<file path="config.mk">
export PLATFORM = sky130hd
export DESIGN_NAME = can_bridge_top
export DESIGN_NICKNAME = d
export VERILOG_FILES = /design/src/design/can_bridge_pkg.sv /design/src/design/can_bridge_top.sv /design/src/design/can_interface.sv /design/src/design/can_reg_sequencer.sv /design/src/design/can_rx_assembler.sv
export VERILOG_INCLUDE_DIRS = /design/src /design/src/design
export SDC_FILE = /design/constraint.sdc
export NUM_CORES = 1
export LEC_CHECK = 0
export ABC_AREA = 1
export BUFFER_PORTS_ARGS = -buffer_cell sky130_fd_sc_hd__buf_2
export CAP_MARGIN = 10
export CORE_AREA = 8 8 160 117
export CTS_BUF_LIST = sky130_fd_sc_hd__clkbuf_16
export DETAILED_ROUTE_END_ITERATION = 6
export DIE_AREA = 0 0 168 125
export PLACE_DENSITY = 0.72
export SYNTH_ARGS = -nofsm -noshare
export SYNTH_HDL_FRONTEND = slang
export SYNTH_SLANG_ARGS = --single-unit
</file>
<file path="constraint.sdc">
create_clock -name clock -period 4.4 [get_ports clock]
set_clock_uncertainty 0.05 [all_clocks]
set_input_delay 0 -clock clock [delete_from_list [all_inputs] [get_ports clock]]
set_output_delay 0 -clock clock [all_outputs]
set_load 0.01 [all_outputs]
</file>
<file path="src/design/can_bridge_settings.svh">
`ifndef CAN_BRIDGE_SETTINGS_SVH
`define CAN_BRIDGE_SETTINGS_SVH

`define CAN_ADDR_W       5
`define CAN_WORD_W       16
`define CAN_MSG_W        76
`define CAN_SEL_W        5
`define CAN_ID_W         11
`define CAN_OP_W         2

`define OP_SEND          2'd0
`define OP_TRIM          2'd1
`define OP_BUS_RESET     2'd2
`define OP_COMPARE       2'd3

// Transmit registers
`define ADDR_TX_ID       5'h0C
`define ADDR_TX_D12      5'h0A
`define ADDR_TX_D34      5'h09
`define ADDR_TX_D56      5'h08
`define ADDR_TX_D78      5'h07

`define ADDR_GENERAL     5'h0E
`define ADDR_TX_CTRL     5'h0D
`define ADDR_IRQ         5'h12
`define ADDR_BIT_TIMING  5'h10
`define ADDR_ACCEPT      5'h11

// Receive registers
`define ADDR_RX_ID       5'h05
`define ADDR_RX_D12      5'h04
`define ADDR_RX_D34      5'h03
`define ADDR_RX_D56      5'h02
`define ADDR_RX_D78      5'h01

`define WORD_GENERAL     16'h009C
`define WORD_TX_CTRL     16'h8008
`define WORD_IRQ_CLEAR   16'h8070

// ID 0x555 and all data bytes 0xAA give the most bit transitions
`define TRIM_PATTERN     76'h555_AAAA_AAAA_AAAA_AAAA

`define INIT_BIT_TIMING  16'h2301
`define INIT_ACCEPT      16'h0000
`define INIT_IRQ         16'h8000

// Init table with entry 0 in the low bits and written first
`define INIT_LEN         4
`define INIT_ADDR_TABLE  {`ADDR_GENERAL, `ADDR_IRQ, `ADDR_ACCEPT, `ADDR_BIT_TIMING}
`define INIT_WORD_TABLE  {`WORD_GENERAL, `INIT_IRQ, `INIT_ACCEPT, `INIT_BIT_TIMING}

`endif

</file>
<file path="src/design/can_bridge_pkg.sv">
`default_nettype none

`include "can_bridge_settings.svh"

package can_bridge_pkg;

  // Identifier register layout
  typedef struct packed {
    logic [`CAN_ID_W-1:0]             id;    // Left aligned in the word
    logic [`CAN_WORD_W-`CAN_ID_W-1:0] zero;  // Unused and written as zero
  } can_id_word_s;

  // Data register layout with two message bytes per word
  typedef struct packed {
    logic [7:0] hi;  // Upper byte of the register
    logic [7:0] lo;  // Lower byte of the register
  } can_byte_pair_s;

  // One node register word. The address decides which view applies.
  // Identifier registers use id_word and data registers use pair
  typedef union packed {
    can_id_word_s   id_word;
    can_byte_pair_s pair;
  } can_reg_word_u;

endpackage

`default_nettype wire

</file>
<file path="src/design/can_bridge_top.sv">
`timescale 1ns/1ps
`default_nettype none

`include "can_bridge_settings.svh"

module can_bridge_top import can_bridge_pkg::*; (
  input  wire                      clock,
  input  wire                      rst,
  // Host requests
  input  wire                      req_valid,
  input  wire [`CAN_OP_W-1:0]      req_op,
  input  wire [`CAN_MSG_W-1:0]     req_msg,
  input  wire [2*`CAN_SEL_W-1:0]   req_sel,      // {rx select, tx select}
  output wire                      req_ready,
  // Node register bus
  output wire [`CAN_ADDR_W-1:0]    reg_addr,
  output wire [`CAN_WORD_W-1:0]    reg_wdata,
  output wire                      reg_wr,
  output wire                      reg_rd,
  input  wire [`CAN_WORD_W-1:0]    reg_rdata,
  input  wire                      rx_pending,
  // Received messages to the host
  output wire                      rx_valid,
  output wire [`CAN_MSG_W-1:0]     rx_msg,
  input  wire                      rx_ready,
  output wire [`CAN_SEL_W-1:0]     comp_tx_sel,
  output wire [`CAN_SEL_W-1:0]     comp_rx_sel
);

  logic                    cmd_write;
  logic                    cmd_trim;
  logic                    cmd_init;
  can_reg_word_u           init_word;
  logic [`CAN_MSG_W-1:0]   tx_msg;
  logic                    rd_capture;
  logic [2:0]              rd_index;
  logic                    rx_busy;

  can_reg_sequencer i_can_reg_sequencer (
    .clock       (clock),
    .rst         (rst),
    .req_valid   (req_valid),
    .req_op      (req_op),
    .req_msg     (req_msg),
    .req_sel     (req_sel),
    .rx_pending  (rx_pending),
    .rx_busy     (rx_busy),
    .req_ready   (req_ready),
    .reg_addr    (reg_addr),
    .reg_wr      (reg_wr),
    .reg_rd      (reg_rd),
    .cmd_write   (cmd_write),
    .cmd_trim    (cmd_trim),
    .cmd_init    (cmd_init),
    .init_word   (init_word),
    .tx_msg      (tx_msg),
    .rd_capture  (rd_capture),
    .rd_index    (rd_index),
    .comp_tx_sel (comp_tx_sel),
    .comp_rx_sel (comp_rx_sel)
  );

  can_interface i_can_interface (
    .cmd_write (cmd_write),
    .cmd_trim  (cmd_trim),
    .cmd_init  (cmd_init),
    .reg_addr  (reg_addr),
    .init_word (init_word),
    .tx_msg    (tx_msg),
    .reg_wdata (reg_wdata)
  );

  can_rx_assembler i_can_rx_assembler (
    .clock      (clock),
    .rst        (rst),
    .rd_capture (rd_capture),
    .rd_index   (rd_index),
    .reg_rdata  (reg_rdata),
    .rx_ready   (rx_ready),
    .rx_valid   (rx_valid),
    .rx_msg     (rx_msg),
    .rx_busy    (rx_busy)
  );

endmodule

`default_nettype wire

</file>
<file path="src/design/can_interface.sv">
`timescale 1ns/1ps
`default_nettype none

`include "can_bridge_settings.svh"

module can_interface import can_bridge_pkg::*; (
  input  wire                      cmd_write,
  input  wire                      cmd_trim,
  input  wire                      cmd_init,
  input  wire [`CAN_ADDR_W-1:0]    reg_addr,
  input  wire can_reg_word_u       init_word,
  input  wire [`CAN_MSG_W-1:0]     tx_msg,
  output can_reg_word_u            reg_wdata
);

  logic [`CAN_MSG_W-1:0] src_msg;  // Message being written out

  // Byte k of the message sits at bits 8k+7:8k
  function automatic logic [7:0] msg_byte(input logic [`CAN_MSG_W-1:0] msg,
                                          input int unsigned           k);
    msg_byte = msg[8*k +: 8];
  endfunction

  function automatic can_reg_word_u pair_word(input logic [7:0] hi,
                                              input logic [7:0] lo);
    can_reg_word_u w;
    w.pair.hi = hi;
    w.pair.lo = lo;
    return w;
  endfunction

  function automatic can_reg_word_u id_word(input logic [`CAN_MSG_W-1:0] msg);
    can_reg_word_u w;
    w.id_word.id   = msg[`CAN_MSG_W-2 -: `CAN_ID_W];  // Bits 74:64 below reserved bit 75
    w.id_word.zero = '0;
    return w;
  endfunction

  assign src_msg = cmd_trim ? `TRIM_PATTERN : tx_msg;

  always_comb begin
    reg_wdata = '0;
    if (cmd_init) begin
      reg_wdata = init_word;  // Table word chosen by the sequencer
    end else if (cmd_write || cmd_trim) begin
      case (reg_addr)
        `ADDR_TX_ID: begin
          reg_wdata = id_word(src_msg);
        end
        `ADDR_TX_D12: begin
          reg_wdata = pair_word(msg_byte(src_msg, 7), msg_byte(src_msg, 5));
        end
        `ADDR_TX_D34: begin
          reg_wdata = pair_word(msg_byte(src_msg, 6), msg_byte(src_msg, 4));
        end
        // Lower data registers are byte swapped in the node
        `ADDR_TX_D56: begin
          reg_wdata = pair_word(msg_byte(src_msg, 0), msg_byte(src_msg, 1));
        end
        `ADDR_TX_D78: begin
          reg_wdata = pair_word(msg_byte(src_msg, 2), msg_byte(src_msg, 3));
        end
        `ADDR_GENERAL: begin
          reg_wdata = `WORD_GENERAL;
        end
        `ADDR_TX_CTRL: begin
          reg_wdata = `WORD_TX_CTRL;     // Transmit request
        end
        `ADDR_IRQ: begin
          reg_wdata = `WORD_IRQ_CLEAR;   // Bus reset and receive done
        end
        default: begin
          reg_wdata = '0;
        end
      endcase
    end
  end

endmodule

`default_nettype wire

</file>
<file path="src/design/can_reg_sequencer.sv">
`timescale 1ns/1ps
`default_nettype none

`include "can_bridge_settings.svh"

module can_reg_sequencer import can_bridge_pkg::*; (
  input  wire                      clock,
  input  wire                      rst,
  input  wire                      req_valid,
  input  wire [`CAN_OP_W-1:0]      req_op,
  input  wire [`CAN_MSG_W-1:0]     req_msg,
  input  wire [2*`CAN_SEL_W-1:0]   req_sel,      // {rx select, tx select}
  input  wire                      rx_pending,
  input  wire                      rx_busy,
  output logic                     req_ready,
  output logic [`CAN_ADDR_W-1:0]   reg_addr,
  output logic                     reg_wr,
  output logic                     reg_rd,
  output logic                     cmd_write,
  output logic                     cmd_trim,
  output logic                     cmd_init,
  output can_reg_word_u            init_word,
  output logic [`CAN_MSG_W-1:0]    tx_msg,
  output logic                     rd_capture,   // reg_rdata valid this cycle
  output logic [2:0]               rd_index,     // 0 is RX_ID, 4 is RX_D78
  output logic [`CAN_SEL_W-1:0]    comp_tx_sel,
  output logic [`CAN_SEL_W-1:0]    comp_rx_sel
);

  localparam logic [2:0] ST_INIT = 3'd0;
  localparam logic [2:0] ST_IDLE = 3'd1;
  localparam logic [2:0] ST_TX   = 3'd2;
  localparam logic [2:0] ST_BRST = 3'd3;
  localparam logic [2:0] ST_RX   = 3'd4;

  localparam logic [2:0] TX_STEPS   = 3'd7;  // ID, four data words, GENERAL, TX_CTRL
  localparam logic [2:0] BRST_STEPS = 3'd2;
  localparam logic [2:0] RX_READS   = 3'd5;

  localparam logic [`INIT_LEN*`CAN_ADDR_W-1:0] INIT_ADDRS = `INIT_ADDR_TABLE;
  localparam logic [`INIT_LEN*`CAN_WORD_W-1:0] INIT_WORDS = `INIT_WORD_TABLE;

  logic [2:0]              state;
  logic [2:0]              state_d;
  logic [2:0]              idx;             // Step within the current state
  logic [2:0]              idx_d;
  logic                    trim_q;          // Current transmit uses the trim pattern
  logic                    rx_start;
  logic                    req_fire;
  logic [`CAN_ADDR_W-1:0]  addr_d;
  can_reg_word_u           init_word_d;
  logic                    wr_d;
  logic                    rd_d;
  logic                    write_d;
  logic                    trim_d;
  logic                    init_d;
  logic [2:0]              rd_sel;          // Index of the read now on the bus

  function automatic logic [`CAN_ADDR_W-1:0] tx_addr(input logic [2:0] i);
    case (i)
      3'd0:    tx_addr = `ADDR_TX_ID;
      3'd1:    tx_addr = `ADDR_TX_D12;
      3'd2:    tx_addr = `ADDR_TX_D34;
      3'd3:    tx_addr = `ADDR_TX_D56;
      3'd4:    tx_addr = `ADDR_TX_D78;
      3'd5:    tx_addr = `ADDR_GENERAL;
      default: tx_addr = `ADDR_TX_CTRL;
    endcase
  endfunction

  function automatic logic [`CAN_ADDR_W-1:0] rx_addr(input logic [2:0] i);
    case (i)
      3'd0:    rx_addr = `ADDR_RX_ID;
      3'd1:    rx_addr = `ADDR_RX_D12;
      3'd2:    rx_addr = `ADDR_RX_D34;
      3'd3:    rx_addr = `ADDR_RX_D56;
      3'd4:    rx_addr = `ADDR_RX_D78;
      default: rx_addr = `ADDR_IRQ;        // Clears rx_pending in the node
    endcase
  endfunction

  // A pending receive wins over a new host request
  assign rx_start  = rx_pending && !rx_busy;
  assign req_ready = (state == ST_IDLE) && !rx_start;
  assign req_fire  = req_valid && req_ready;

  always_comb begin
    state_d     = state;
    idx_d       = idx;
    addr_d      = '0;
    init_word_d = '0;
    wr_d        = 1'b0;
    rd_d        = 1'b0;
    write_d     = 1'b0;
    trim_d      = 1'b0;
    init_d      = 1'b0;
    case (state)
      ST_INIT: begin
        if (idx == `INIT_LEN) begin
          state_d = ST_IDLE;
          idx_d   = '0;
        end else begin
          wr_d        = 1'b1;
          init_d      = 1'b1;
          addr_d      = INIT_ADDRS[idx*`CAN_ADDR_W +: `CAN_ADDR_W];
          init_word_d = INIT_WORDS[idx*`CAN_WORD_W +: `CAN_WORD_W];
          idx_d       = idx + 3'd1;
        end
      end
      ST_IDLE: begin
        if (rx_start) begin
          rd_d    = 1'b1;
          addr_d  = rx_addr(idx);          // idx is zero in idle
          idx_d   = idx + 3'd1;
          state_d = ST_RX;
        end else if (req_fire) begin
          case (req_op)
            `OP_SEND, `OP_TRIM: begin
              wr_d    = 1'b1;
              write_d = 1'b1;
              trim_d  = (req_op == `OP_TRIM);
              addr_d  = tx_addr(idx);
              idx_d   = idx + 3'd1;
              state_d = ST_TX;
            end
            `OP_BUS_RESET: begin
              wr_d    = 1'b1;
              write_d = 1'b1;
              addr_d  = `ADDR_GENERAL;
              idx_d   = idx + 3'd1;
              state_d = ST_BRST;
            end
            default: ;                     // Compare only updates the selects
          endcase
        end
      end
      ST_TX: begin
        if (idx == TX_STEPS) begin
          state_d = ST_IDLE;
          idx_d   = '0;
        end else begin
          wr_d    = 1'b1;
          write_d = 1'b1;
          trim_d  = trim_q;
          addr_d  = tx_addr(idx);
          idx_d   = idx + 3'd1;
        end
      end
      ST_BRST: begin
        if (idx == BRST_STEPS) begin
          state_d = ST_IDLE;
          idx_d   = '0;
        end else begin
          wr_d    = 1'b1;
          write_d = 1'b1;
          addr_d  = `ADDR_IRQ;
          idx_d   = idx + 3'd1;
        end
      end
      ST_RX: begin
        if (idx < RX_READS) begin
          rd_d   = 1'b1;
          addr_d = rx_addr(idx);
          idx_d  = idx + 3'd1;
        end else if (idx == RX_READS) begin
          wr_d    = 1'b1;
          write_d = 1'b1;
          addr_d  = rx_addr(idx);
          idx_d   = idx + 3'd1;
        end else begin
          state_d = ST_IDLE;
          idx_d   = '0;
        end
      end
      default: begin
        state_d = ST_IDLE;
        idx_d   = '0;
      end
    endcase
  end

  always_ff @(posedge clock) begin
    if (rst) begin
      state       <= ST_INIT;
      idx         <= '0;
      trim_q      <= 1'b0;
      reg_wr      <= 1'b0;
      reg_rd      <= 1'b0;
      cmd_write   <= 1'b0;
      cmd_trim    <= 1'b0;
      cmd_init    <= 1'b0;
      rd_capture  <= 1'b0;
      comp_tx_sel <= '0;
      comp_rx_sel <= '0;
    end else begin
      state      <= state_d;
      idx        <= idx_d;
      reg_wr     <= wr_d;
      reg_rd     <= rd_d;
      cmd_write  <= write_d;
      cmd_trim   <= trim_d;
      cmd_init   <= init_d;
      rd_capture <= reg_rd;                // Node answers one cycle later
      if (req_fire && (req_op == `OP_SEND || req_op == `OP_TRIM)) begin
        trim_q <= (req_op == `OP_TRIM);
      end
      if (req_fire && req_op == `OP_COMPARE) begin
        comp_tx_sel <= req_sel[`CAN_SEL_W-1:0];
        comp_rx_sel <= req_sel[2*`CAN_SEL_W-1:`CAN_SEL_W];
      end
    end
  end

  always_ff @(posedge clock) begin
    reg_addr  <= addr_d;
    init_word <= init_word_d;
    rd_sel    <= idx;
    rd_index  <= rd_sel;
    if (req_fire && req_op == `OP_SEND) begin
      tx_msg <= req_msg;
    end
  end

endmodule

`default_nettype wire

</file>
<file path="src/design/can_rx_assembler.sv">
`timescale 1ns/1ps
`default_nettype none

`include "can_bridge_settings.svh"

module can_rx_assembler import can_bridge_pkg::*; (
  input  wire                      clock,
  input  wire                      rst,
  input  wire                      rd_capture,
  input  wire [2:0]                rd_index,
  input  wire can_reg_word_u       reg_rdata,
  input  wire                      rx_ready,
  output logic                     rx_valid,
  output logic [`CAN_MSG_W-1:0]    rx_msg,
  output logic                     rx_busy
);

  localparam logic [2:0] IDX_ID  = 3'd0;
  localparam logic [2:0] IDX_D12 = 3'd1;
  localparam logic [2:0] IDX_D34 = 3'd2;
  localparam logic [2:0] IDX_D56 = 3'd3;
  localparam logic [2:0] IDX_D78 = 3'd4;  // Last word of a message

  logic [`CAN_ID_W-1:0] id_q;
  logic [63:0]          data_q;
  logic                 asm_active;       // Between first and last word

  always_ff @(posedge clock) begin
    if (rst) begin
      rx_valid   <= 1'b0;
      asm_active <= 1'b0;
    end else begin
      if (rx_valid && rx_ready) begin
        rx_valid <= 1'b0;
      end
      if (rd_capture && rd_index == IDX_ID) begin
        asm_active <= 1'b1;
      end
      if (rd_capture && rd_index == IDX_D78) begin
        asm_active <= 1'b0;
        rx_valid   <= 1'b1;
      end
    end
  end

  // Same byte pairing as the transmit registers
  always_ff @(posedge clock) begin
    if (rd_capture) begin
      case (rd_index)
        IDX_ID: begin
          id_q <= reg_rdata.id_word.id;
        end
        IDX_D12: begin
          data_q[63:56] <= reg_rdata.pair.hi;
          data_q[47:40] <= reg_rdata.pair.lo;
        end
        IDX_D34: begin
          data_q[55:48] <= reg_rdata.pair.hi;
          data_q[39:32] <= reg_rdata.pair.lo;
        end
        IDX_D56: begin
          data_q[7:0]   <= reg_rdata.pair.hi;
          data_q[15:8]  <= reg_rdata.pair.lo;
        end
        IDX_D78: begin
          data_q[23:16] <= reg_rdata.pair.hi;
          data_q[31:24] <= reg_rdata.pair.lo;
        end
        default: ;
      endcase
    end
  end

  assign rx_msg  = {1'b0, id_q, data_q};  // Reserved bit 75 reads zero
  assign rx_busy = rx_valid || asm_active;

endmodule

`default_nettype wire

</file>
Word level (Yosys, flattened, before mapping) --
Cells that the tools add are included.
Word-level totals: flip-flop bits (word level) 202, bits in latches 0, RAM bits 0, memory bits (read-only) 0, input bits 109, output and inout port bits 111, memories 0
Operators by class: add/sub/neg operators 1, multipliers 1, div/mod/pow operators 0, order comparisons 1, equality and inequality tests 33, shift operators 2, mux-type cells 53, bitwise operators 1, reduce and logical (&&, ||, !) cells 31
Operators by type and width (number):
- one-hot mux 16 bit (8 select lines) | 1
- 2-to-1 mux 75 bit | 1
- variable part select 64 x 8 -> 16 bit, first input constant | 1
- one-hot mux 5 bit (5 select lines) | 2
- 2-to-1 mux 3 bit | 15
- 2-to-1 mux 5 bit | 7
- 2-to-1 mux 16 bit | 2
- == test 5 x 4 -> 1 bit, second input constant | 6
- one-hot mux 3 bit (5 select lines) | 2
- one-hot mux 4 bit (6 select lines) | 1
- variable part select 20 x 7 -> 5 bit, first input constant | 1
- == test 3 x 2 -> 1 bit, second input constant | 6
- 2-to-1 mux 1 bit | 16
- == test 3 bit, second input constant | 5
- AND reduction 2 bit | 6
- one-hot mux 5 bit (2 select lines) | 1
- == test 3 x 1 -> 1 bit, second input constant | 3
- logical AND 1 bit | 9
- zero test 3 bit | 3
- OR reduction 2 bit | 4
- AND reduction 7 bit | 1
- multiplier 3 x 3 -> 6 bit, second input constant | 1
- != test 2 x 1 -> 1 bit, second input constant | 3
- one-hot mux 3 bit (2 select lines) | 1
- 19 further kinds | 25

Logic depth before layout (Yosys ltp) --
Gate-level depths: netlist (run 1).
word-level depth 9, gate-level depth with buffers 12, depth with buffers taken out 12

Cells and area by module --
Synthesis (run 1) repeated with hierarchy kept, for this count alone.
Unflattened totals: cells, all modules 749, area, all modules 7957.6 µm²
By module, submodules not included:
- can_reg_sequencer | times used 1, cells an instance 320, area each 4110.2 µm²
- can_rx_assembler | times used 1, cells an instance 101, area each 2403.6 µm²
- can_interface | times used 1, cells an instance 328, area each 1443.9 µm²

Worst setup path before layout (run 1) --
No wires, ideal clock.
kind register -> register, start register i_can_reg_sequencer.state[2], end register i_can_reg_sequencer.tx_msg[0], enable pin, setup time 0.510 ns, arrival 4.051 ns, required time 3.840 ns, slack -0.211 ns, stages on the path, launching flop included 8, path buffers 0, period minus slack after synthesis 4.611 ns, cells stage by stage dfxtp_1 -> inv_2 -> nand2_2 -> nor2_2 -> nand2_2 -> nor2_4 -> nand2_1 -> nor2_1
On the way: longest elaborated chain between the ends 4
RTL lines:
- start: declaration | RTL line can_reg_sequencer.sv:43 | logic [2:0] state;
- start signal: assignment | RTL line can_reg_sequencer.sv:196 | state <= state_d;
- == test 3 x 1 -> 1 bit | RTL line can_reg_sequencer.sv:84 | assign req_ready = (state == ST_IDLE) && !rx_start;
- logical AND 1 bit | RTL line can_reg_sequencer.sv:84
- logical AND 1 bit | RTL line can_reg_sequencer.sv:85 | assign req_fire = req_valid && req_ready;
- logical AND 1 bit (no source line)
- end signal: assignment | RTL line can_reg_sequencer.sv:220 | tx_msg <= req_msg;
- end: declaration | RTL line can_reg_sequencer.sv:23 | output logic [`CAN_MSG_W-1:0] tx_msg,
Every way passes these cells. A chain may end at the register's enable or synchronous reset.

Worst setup path after layout (run 1) --
start register i_can_reg_sequencer.reg_addr[2], end output port reg_wdata[12]
On the way: longest elaborated chain between the ends 4, elaborated cells between the ends (all ways) 11, classes of those cells eq/ne (8); mux (3)
RTL lines:
- start: declaration | RTL line can_reg_sequencer.sv:16 | output logic [`CAN_ADDR_W-1:0] reg_addr,
- start signal: assignment | RTL line can_reg_sequencer.sv:215 | reg_addr <= addr_d;
- == test 5 bit (tied with other cells) | RTL line can_interface.sv:46 | case (reg_addr)
- one-hot mux 16 bit (8 select lines) (*) | RTL line can_interface.sv:46
- 2-to-1 mux 16 bit (*) | RTL line can_interface.sv:45 | end else if (cmd_write || cmd_trim) begin
- 2-to-1 mux 16 bit (*) | RTL line can_interface.sv:43 | if (cmd_init) begin
- end: declaration | RTL line can_bridge_top.sv:17 | output wire [`CAN_WORD_W-1:0] reg_wdata,
Every way passes the cells marked *; elsewhere a longest branch is shown, timed or not.

==> results.sh, run 1 <==
export IMPL_r2r_worst_path_cells=8
export IMPL_dieWidth_um=168
export IMPL_vias_in_the_first_global_route=5836
export IMPL_grt_setup_unrepaired="false"
export IMPL_postCtsHoldBufs=108
export IMPL_fmax_mhz=421
export IMPL_antenna_found_initial=2
export IMPL_postRouteWirelength_mm=20.1
export IMPL_critical_path_peak_fanout=13
export IMPL_wire_length_of_the_first_global_routing_pass_mm=31.1
export IMPL_startpoint_type="flop"
export IMPL_postCtsSetupRepairBufs=0
export IMPL_layout_area_seq_um2=5290
export IMPL_worstHoldPathType="primary input to flop"
export IMPL_regToRegEndpoint="i_can_reg_sequencer.tx_msg[5]"
export IMPL_clock_latency_late_sink_ps=420
export IMPL_cts_clk_slew_worst_paths_ps=70
export IMPL_relSlewSlack_pct=33.9
export IMPL_layout_core_utilization_pct=62.3
export IMPL_synth_fp_nets=713
export IMPL_timing_worst_slew_pin_value_ps=987
export IMPL_design_core_area_um2=16500
export IMPL_initial_utilization_pct=44.1
export IMPL_post_route_cells_drive_above_1_share_pct=30.8
export IMPL_final_hold_violation_count=0
export IMPL_yosys_warnings=0
export IMPL_ios=220
export IMPL_detailedRoute_firstPassIterationCount=6
export IMPL_cts_buffer_depth=2
export IMPL_finalHoldWorstSlack_ps=123
export IMPL_multiInputGateArea_um2=1670
export IMPL_clockRootBuffer="clkbuf_16"
export IMPL_vias_per_cell=5.03
export IMPL_min_delay_worst_endpoint="i_can_reg_sequencer.reg_addr[3]"
export IMPL_synth_edff_count=150
export IMPL_fillerInstances=1186
export IMPL_row_count=40
export IMPL_synth_cell_types=31
export IMPL_grt_remaining_overflow=0
export IMPL_fin_setup_tns_ps=0
export IMPL_async_flop_share_pct=0
export IMPL_synth_cells=597
export IMPL_cts_sink_count=189
export IMPL_overall_track_demand_over_capacity_in_global_routing_pct=18.8
export IMPL_worst_hold_startpoint="req_op[0]"
export IMPL_finalSetupViolCount=0
export IMPL_grt_max_degree=77
export IMPL_cts_resized_gates=0
export IMPL_worst_setup_path_type="flop to primary output"
export IMPL_reg2reg_from="i_can_reg_sequencer.state[2]"
export IMPL_antenna_violating_nets_post_route=0
export IMPL_design_die_area_um2=21000
export IMPL_gp_routability_congestion=0.842
export IMPL_placement_io_buffers=217
export IMPL_slew_violations=0
export IMPL_detailed_place_hpwl_mm=13.0
export IMPL_setup_reg_to_reg_worst_slack_ps=2030
export IMPL_iteration_0_drc_markers=691
export IMPL_routed_via_count=5811
export IMPL_tritoncts_clock_tree="built"
export IMPL_period_needed_ps=2370
export IMPL_synth_cell_area_um2=7260
export IMPL_cp_end_kind="primary output"
export IMPL_drv_max_cap_violation_count=0
export IMPL_syn_area_per_cell_um2=12.2
export IMPL_peakVddDrop_mv=0.371
export IMPL_hold_path_cell_count=4
export IMPL_required_ps=4350
export IMPL_total_leakage_power_nw=4.32
export IMPL_run_status="complete, no violations"
export IMPL_finalCritPeriodShare_pct=53.9
export IMPL_worst_ep_arrival_time_ps=2320
export IMPL_finish_net_count=1046
export IMPL_synth_main_ff_cell="edfxtp_1"
export IMPL_remaining_drc_errors=0
export IMPL_area_growth_syn_to_layout_pct=41.2
export IMPL_ys_seq_elements=189
export IMPL_die_height_um=125
export IMPL_yosysSeqAreaShare_pct=72.8
export IMPL_cts_htree_levels=4
export IMPL_p_per_area_nw_per_um2=426
export IMPL_wire_per_inst_um=17.4
export IMPL_cts_buffers_inserted=17
## metal layers
metal	vias to the layer above	part of all wire (%)	global-route usage (%)
met5	-	0	0
met4	0	1.8	6.65
met3	33	7.6	4.90
met2	322	50	32.7
met1	2717	40	22.0
li1	2739	-	-
## cell usage in the layout, fill, tap and decap left out, drive strengths merged, types with 13 or more instances in the layout
cell type / count
edfxtp: 150
dfxtp: 39
o21ai: 63
nand2: 105
inv: 67
nor2: 66
clkbuf: 17
nand3: 40
nand4: 13
buf: 222
a21oi: 21
dlygate4sd3: 108
## synthesized netlist by cell type, types with 12 or more instances
master,n,area share [%]
inv_1,53,2.7
dfxtp_1,39,11
nand2_1,92,4.8
a21oi_1,21,1.4
o21ai_0,47,3.2
nand4_1,13,1.1
nand2_2,12,1.0
edfxtp_1,150,62
nand3_1,38,2.6
o21ai_1,16,1.1
nor2_1,55,2.8
## logic make-up (layout without fill, tap and decap cells)
logic type	count (synthesis)	in the layout	synth area share, %
AOI/OAI and AO/OA	91	91	6.46
and+or+nand+nor	233	233	14.9
other	1	4	0.0517
adders and majority gates	7	7	1.21
DFF	189	189	72.8
buffers and inverters	76	422	4.57
## power by group
group | total (mW) | internal, mW | switching [mW]
clock | 1.52 | 0.812 | 0.709
combinational | 0.729 | 0.283 | 0.446
sequential | 2.12 | 2.03 | 0.0845
total | 4.37 | 3.13 | 1.24
## sequential cells by signal (all words and copies together) (netlist names), 5 cells and up
signal                           cells
i_can_reg_sequencer.tx_msg          75
i_can_rx_assembler.data_q           64
i_can_rx_assembler.id_q             11
i_can_reg_sequencer.comp_rx_sel      5
i_can_reg_sequencer.comp_tx_sel      5
i_can_reg_sequencer.reg_addr         5
## cell type report
class | instances | share of cell area, %
inverter | 60 | 2.20
multi-input combinational | 332 | 16.3
tap | 210 | 2.56
clock inverter | 15 | 1.67
timing repair buffer | 330 | 21.5
sequential | 189 | 51.6
clock buffer | 17 | 4.15
antenna | 3 | 0.0732
## worst max-delay path, cell delays in order (launching register included)
cell and delay, ps:
dfxtp_1 480, nand2_1 90, inv_1 70, nand2_2 100, inv_2 260, nor2_1 110, nand3_2 110, nand2_4 100
inv_2 130, nand2_2 90, nor2_1 170, buf_2 180
## per-stage QoR
step	instances	setup slack [ps]	total power, mW	cell area [um2]
6_report	1156	2030	4.37	10300
5_1_grt	1155	1870	4.56	10200
4_1_cts	1153	2060	4.37	10200
3_5_place_dp	1013	2070	2.79	8570
3_3_place_gp	1013	2120	2.78	8570
2_1_floorplan	597	1060	2.55	7260
## worst max path at each step
stage,from,endpoint,slack (ps),cells past startpoint
after floorplan,i_can_reg_sequencer.state[2],i_can_reg_sequencer.tx_msg[0],1060,7
after global placement,i_can_reg_sequencer.state[2],i_can_reg_sequencer.tx_msg[48],2120,8
after detailed placement,i_can_reg_sequencer.state[2],i_can_reg_sequencer.tx_msg[48],2070,8
after CTS,i_can_reg_sequencer.state[2],i_can_reg_sequencer.tx_msg[48],2060,8
after global routing,i_can_reg_sequencer.state[2],i_can_reg_sequencer.tx_msg[67],1870,8
final,i_can_reg_sequencer.reg_addr[2],reg_wdata[12],2030,11
Power figures use the tool's default switching activity.
==> run 2: changes to the inputs <==
- ABC_AREA: 1 -> 0
- CORE_AREA: 8 8 160 117 -> 8 8 159 116
- DIE_AREA: 0 0 168 125 -> 0 0 167 124
- PLACE_DENSITY: 0.72 -> 0.73
- clock period: 4.4 -> 2.05 ns (I/O delays scaled with it)
==> results.sh, run 2 <==
export IMPL_finalCritPeriodShare_pct=107
export IMPL_drv_max_cap_violation_count=0
export IMPL_run_status="finished, violations left"
export IMPL_vias_in_the_first_global_route=5846
export IMPL_grt_max_degree=51
export IMPL_biggestRegsByFlops="i_can_reg_sequencer.tx_msg: 75 flops, i_can_rx_assembler.data_q: 64 flops, i_can_rx_assembler.id_q: 11 flops"
export IMPL_leading_cell_types_in_the_layout_fill_and_taps_excluded="buf_2, edfxtp_1, dlygate4sd3_1"
export IMPL_gp_routability_congestion=0.877
export IMPL_ios=220
export IMPL_worstHoldPathType="primary input to flop"
export IMPL_synth_largest_area_cell="edfxtp_1"
export IMPL_globalRouteMet1Util_pct=25.8
export IMPL_synth_most_common_cell="edfxtp_1"
export IMPL_synth_fp_nets=606
export IMPL_multiInputGateArea_um2=1940
export IMPL_detailedRoute_firstPassIterationCount=5
export IMPL_startpoint_type="flop"
export IMPL_overall_track_demand_over_capacity_in_global_routing_pct=20.5
export IMPL_remaining_drc_errors=0
export IMPL_largest_reg_flops=75
export IMPL_dpl_cell_count=930
export IMPL_fin_setup_tns_ps=-1330
export IMPL_required_ps=2000
export IMPL_cts_clk_slew_worst_paths_ps=70
export IMPL_period_needed_ps=2200
export IMPL_routed_via_count=5710
export IMPL_total_leakage_power_nw=4.29
export IMPL_layout_area_seq_um2=5300
export IMPL_p_per_area_nw_per_um2=932
export IMPL_dpl_instance_area_um2=8820
export IMPL_synth_simple_area_share_pct=10.8
export IMPL_syn_area_per_cell_um2=14.7
export IMPL_die_height_um=124
export IMPL_postRouteWirelength_mm=21.5
export IMPL_fmax_mhz=455
export IMPL_clock_latency_late_sink_ps=420
export IMPL_fillerInstances=1082
export IMPL_wire_length_of_the_first_global_routing_pass_mm=32.9
export IMPL_final_hold_violation_count=0
export IMPL_tritoncts_clock_tree="built"
export IMPL_post_route_cells_drive_above_1_share_pct=40.6
export IMPL_synth_top_cells_by_count="edfxtp_1, dfxtp_1, nor2_1"
export IMPL_cts_htree_levels=4
export IMPL_cp_end_kind="primary output"
export IMPL_detailedPlace_worstSlack_ps=25.4
export IMPL_ys_seq_elements=189
export IMPL_post_layout_total_power_mw=10.1
export IMPL_finalSetupViolCount=15
export IMPL_synth_cell_types=71
export IMPL_dominant_combinational_cell_family_by_area_after_synthesis="simple AND/OR/NAND/NOR gates"
export IMPL_grt_remaining_overflow=0
export IMPL_initial_utilization_pct=45.2
export IMPL_area_growth_syn_to_layout_pct=49.9
export IMPL_iteration_0_drc_markers=609
export IMPL_slew_violations=0
export IMPL_critical_path_peak_fanout=4
export IMPL_synth_cell_area_um2=7200
export IMPL_clockRootBuffer="clkbuf_16"
export IMPL_pnr_worst_setup_slack_ps=-146
export IMPL_grt_use_met3_pct=6.27
export IMPL_cts_buffer_depth=2
export IMPL_dieWidth_um=167
export IMPL_finish_net_count=985
export IMPL_row_count=39
export IMPL_synth_adder_area_share_pct=1.22
export IMPL_registers_top_by_ff_count="i_can_reg_sequencer.tx_msg"
export IMPL_yosysSeqAreaShare_pct=73.4
export IMPL_relSlewSlack_pct=64.4
export IMPL_antenna_found_initial=1
export IMPL_synth_main_ff_cell="edfxtp_1"
export IMPL_share_of_the_synthesized_area_in_compound_gates_ao_oa_aoi_oai_pct=10.2
export IMPL_final_area_um2=10800
export IMPL_violations="negative setup slack"
export IMPL_mostFrequentLayoutCell="buf_2"
export IMPL_timing_worst_slew_pin_value_ps=535
export IMPL_worst_setup_path_type="flop to primary output"
export IMPL_finalHoldWorstSlack_ps=45.8
export IMPL_grt_met2_usage_pct=34.2
export IMPL_final_cell_count_no_fill=1088
export IMPL_vias_per_cell=5.25
export IMPL_cts_sink_count=189
export IMPL_synthMuxAreaShare_pct=1.95
export IMPL_netlist_top_cells_area="edfxtp_1, dfxtp_1, o21ai_0, mux2i_1, nor2_1"
export IMPL_grt_setup_unrepaired="true"
export IMPL_design_core_area_um2=16000
export IMPL_wire_per_inst_um=19.7
export IMPL_worst_ep_arrival_time_ps=2150
export IMPL_yosysTopAreaCellShare_pct=62.5
export IMPL_global_route_peak_usage_layer="met2"
export IMPL_synth_edff_count=150
export IMPL_layout_core_utilization_pct=67.7
export IMPL_detailed_place_hpwl_mm=14.4
export IMPL_placement_io_buffers=217
export IMPL_synth_cells=490
export IMPL_antenna_violating_nets_post_route=0
export IMPL_peakVddDrop_mv=0.511
export IMPL_async_flop_share_pct=0
export IMPL_design_die_area_um2=20700
export IMPL_yosys_area_share_xor_xnor_pct=0.243
export IMPL_cts_buffers_inserted=17
export IMPL_yosys_warnings=0
## run 2: cell count changes in the layout (fill, tap and decap cells not counted), sizes merged, moves of 12 or more
cell	previous run	this run
a22oi	1	13
buf	222	273
inv	67	18
mux2i	0	14
nand2	105	31
nand3	40	8
nor2	66	36
o21ai	63	31
## run 2: logic make-up (layout without fill, tap and decap cells)
logic type | after synthesis | count (layout)
flops | 189 | 189
buf+inv | 31 | 423
fa+ha+maj | 7 | 7
xor+xnor | 2 | 2
compound gates | 108 | 108
other cells | 1 | 2
mux | 14 | 14
simple gates | 138 | 138
## run 2: critical path: stages, from the launching register on
cell	delay (ps)
dfxtp_2	340
or3b_4	470
nor3_4	250
buf_4	170
o211ai_2	70
and3_4	190
o21ai_2	100
buf_4	140
## run 2: report_power, final
group | switching (mW) | internal (mW)
Sequential | 0.243 | 4.38
Clock | 1.55 | 1.62
Combinational | 1.19 | 1.08
## run 2: path summary, 6_finish.rpt
path	startpoint	to	slack, ps	depth (start not counted)
setup / recovery	i_can_reg_sequencer.reg_addr[2]	reg_wdata[7]	-150	7
hold / removal	req_valid	i_can_reg_sequencer.trim_q	50	4
setup reg to reg	i_can_rx_assembler.rx_valid	i_can_reg_sequencer.trim_q	90	6
hold reg to reg	i_can_reg_sequencer.rd_sel[0]	i_can_reg_sequencer.rd_index[0]	290	0
## run 2: layer usage
metal	up-vias	routed length (um)
met5	-	0
met4	0	287
met1	2736	8870
li1	2641	-
met3	26	2030
met2	307	10300
## run 2: cell type report
class / count / area share, %
sequential: 189 / 49.1
timing repair buffer: 381 / 25.0
multi-input combinational: 270 / 17.9
clock buffer: 17 / 3.94
tap: 205 / 2.37
clock inverter: 15 / 1.38
inverter: 10 / 0.348
antenna: 1 / 0.0232
## run 2: what timing repair did
action,CTS,global route
endpoints found under the setup margin,16,27
hold endpoints to repair,170,0
gates resized for setup,36,28
hold buffers,108,0
setup buffers,15,2
pin swaps,15,13
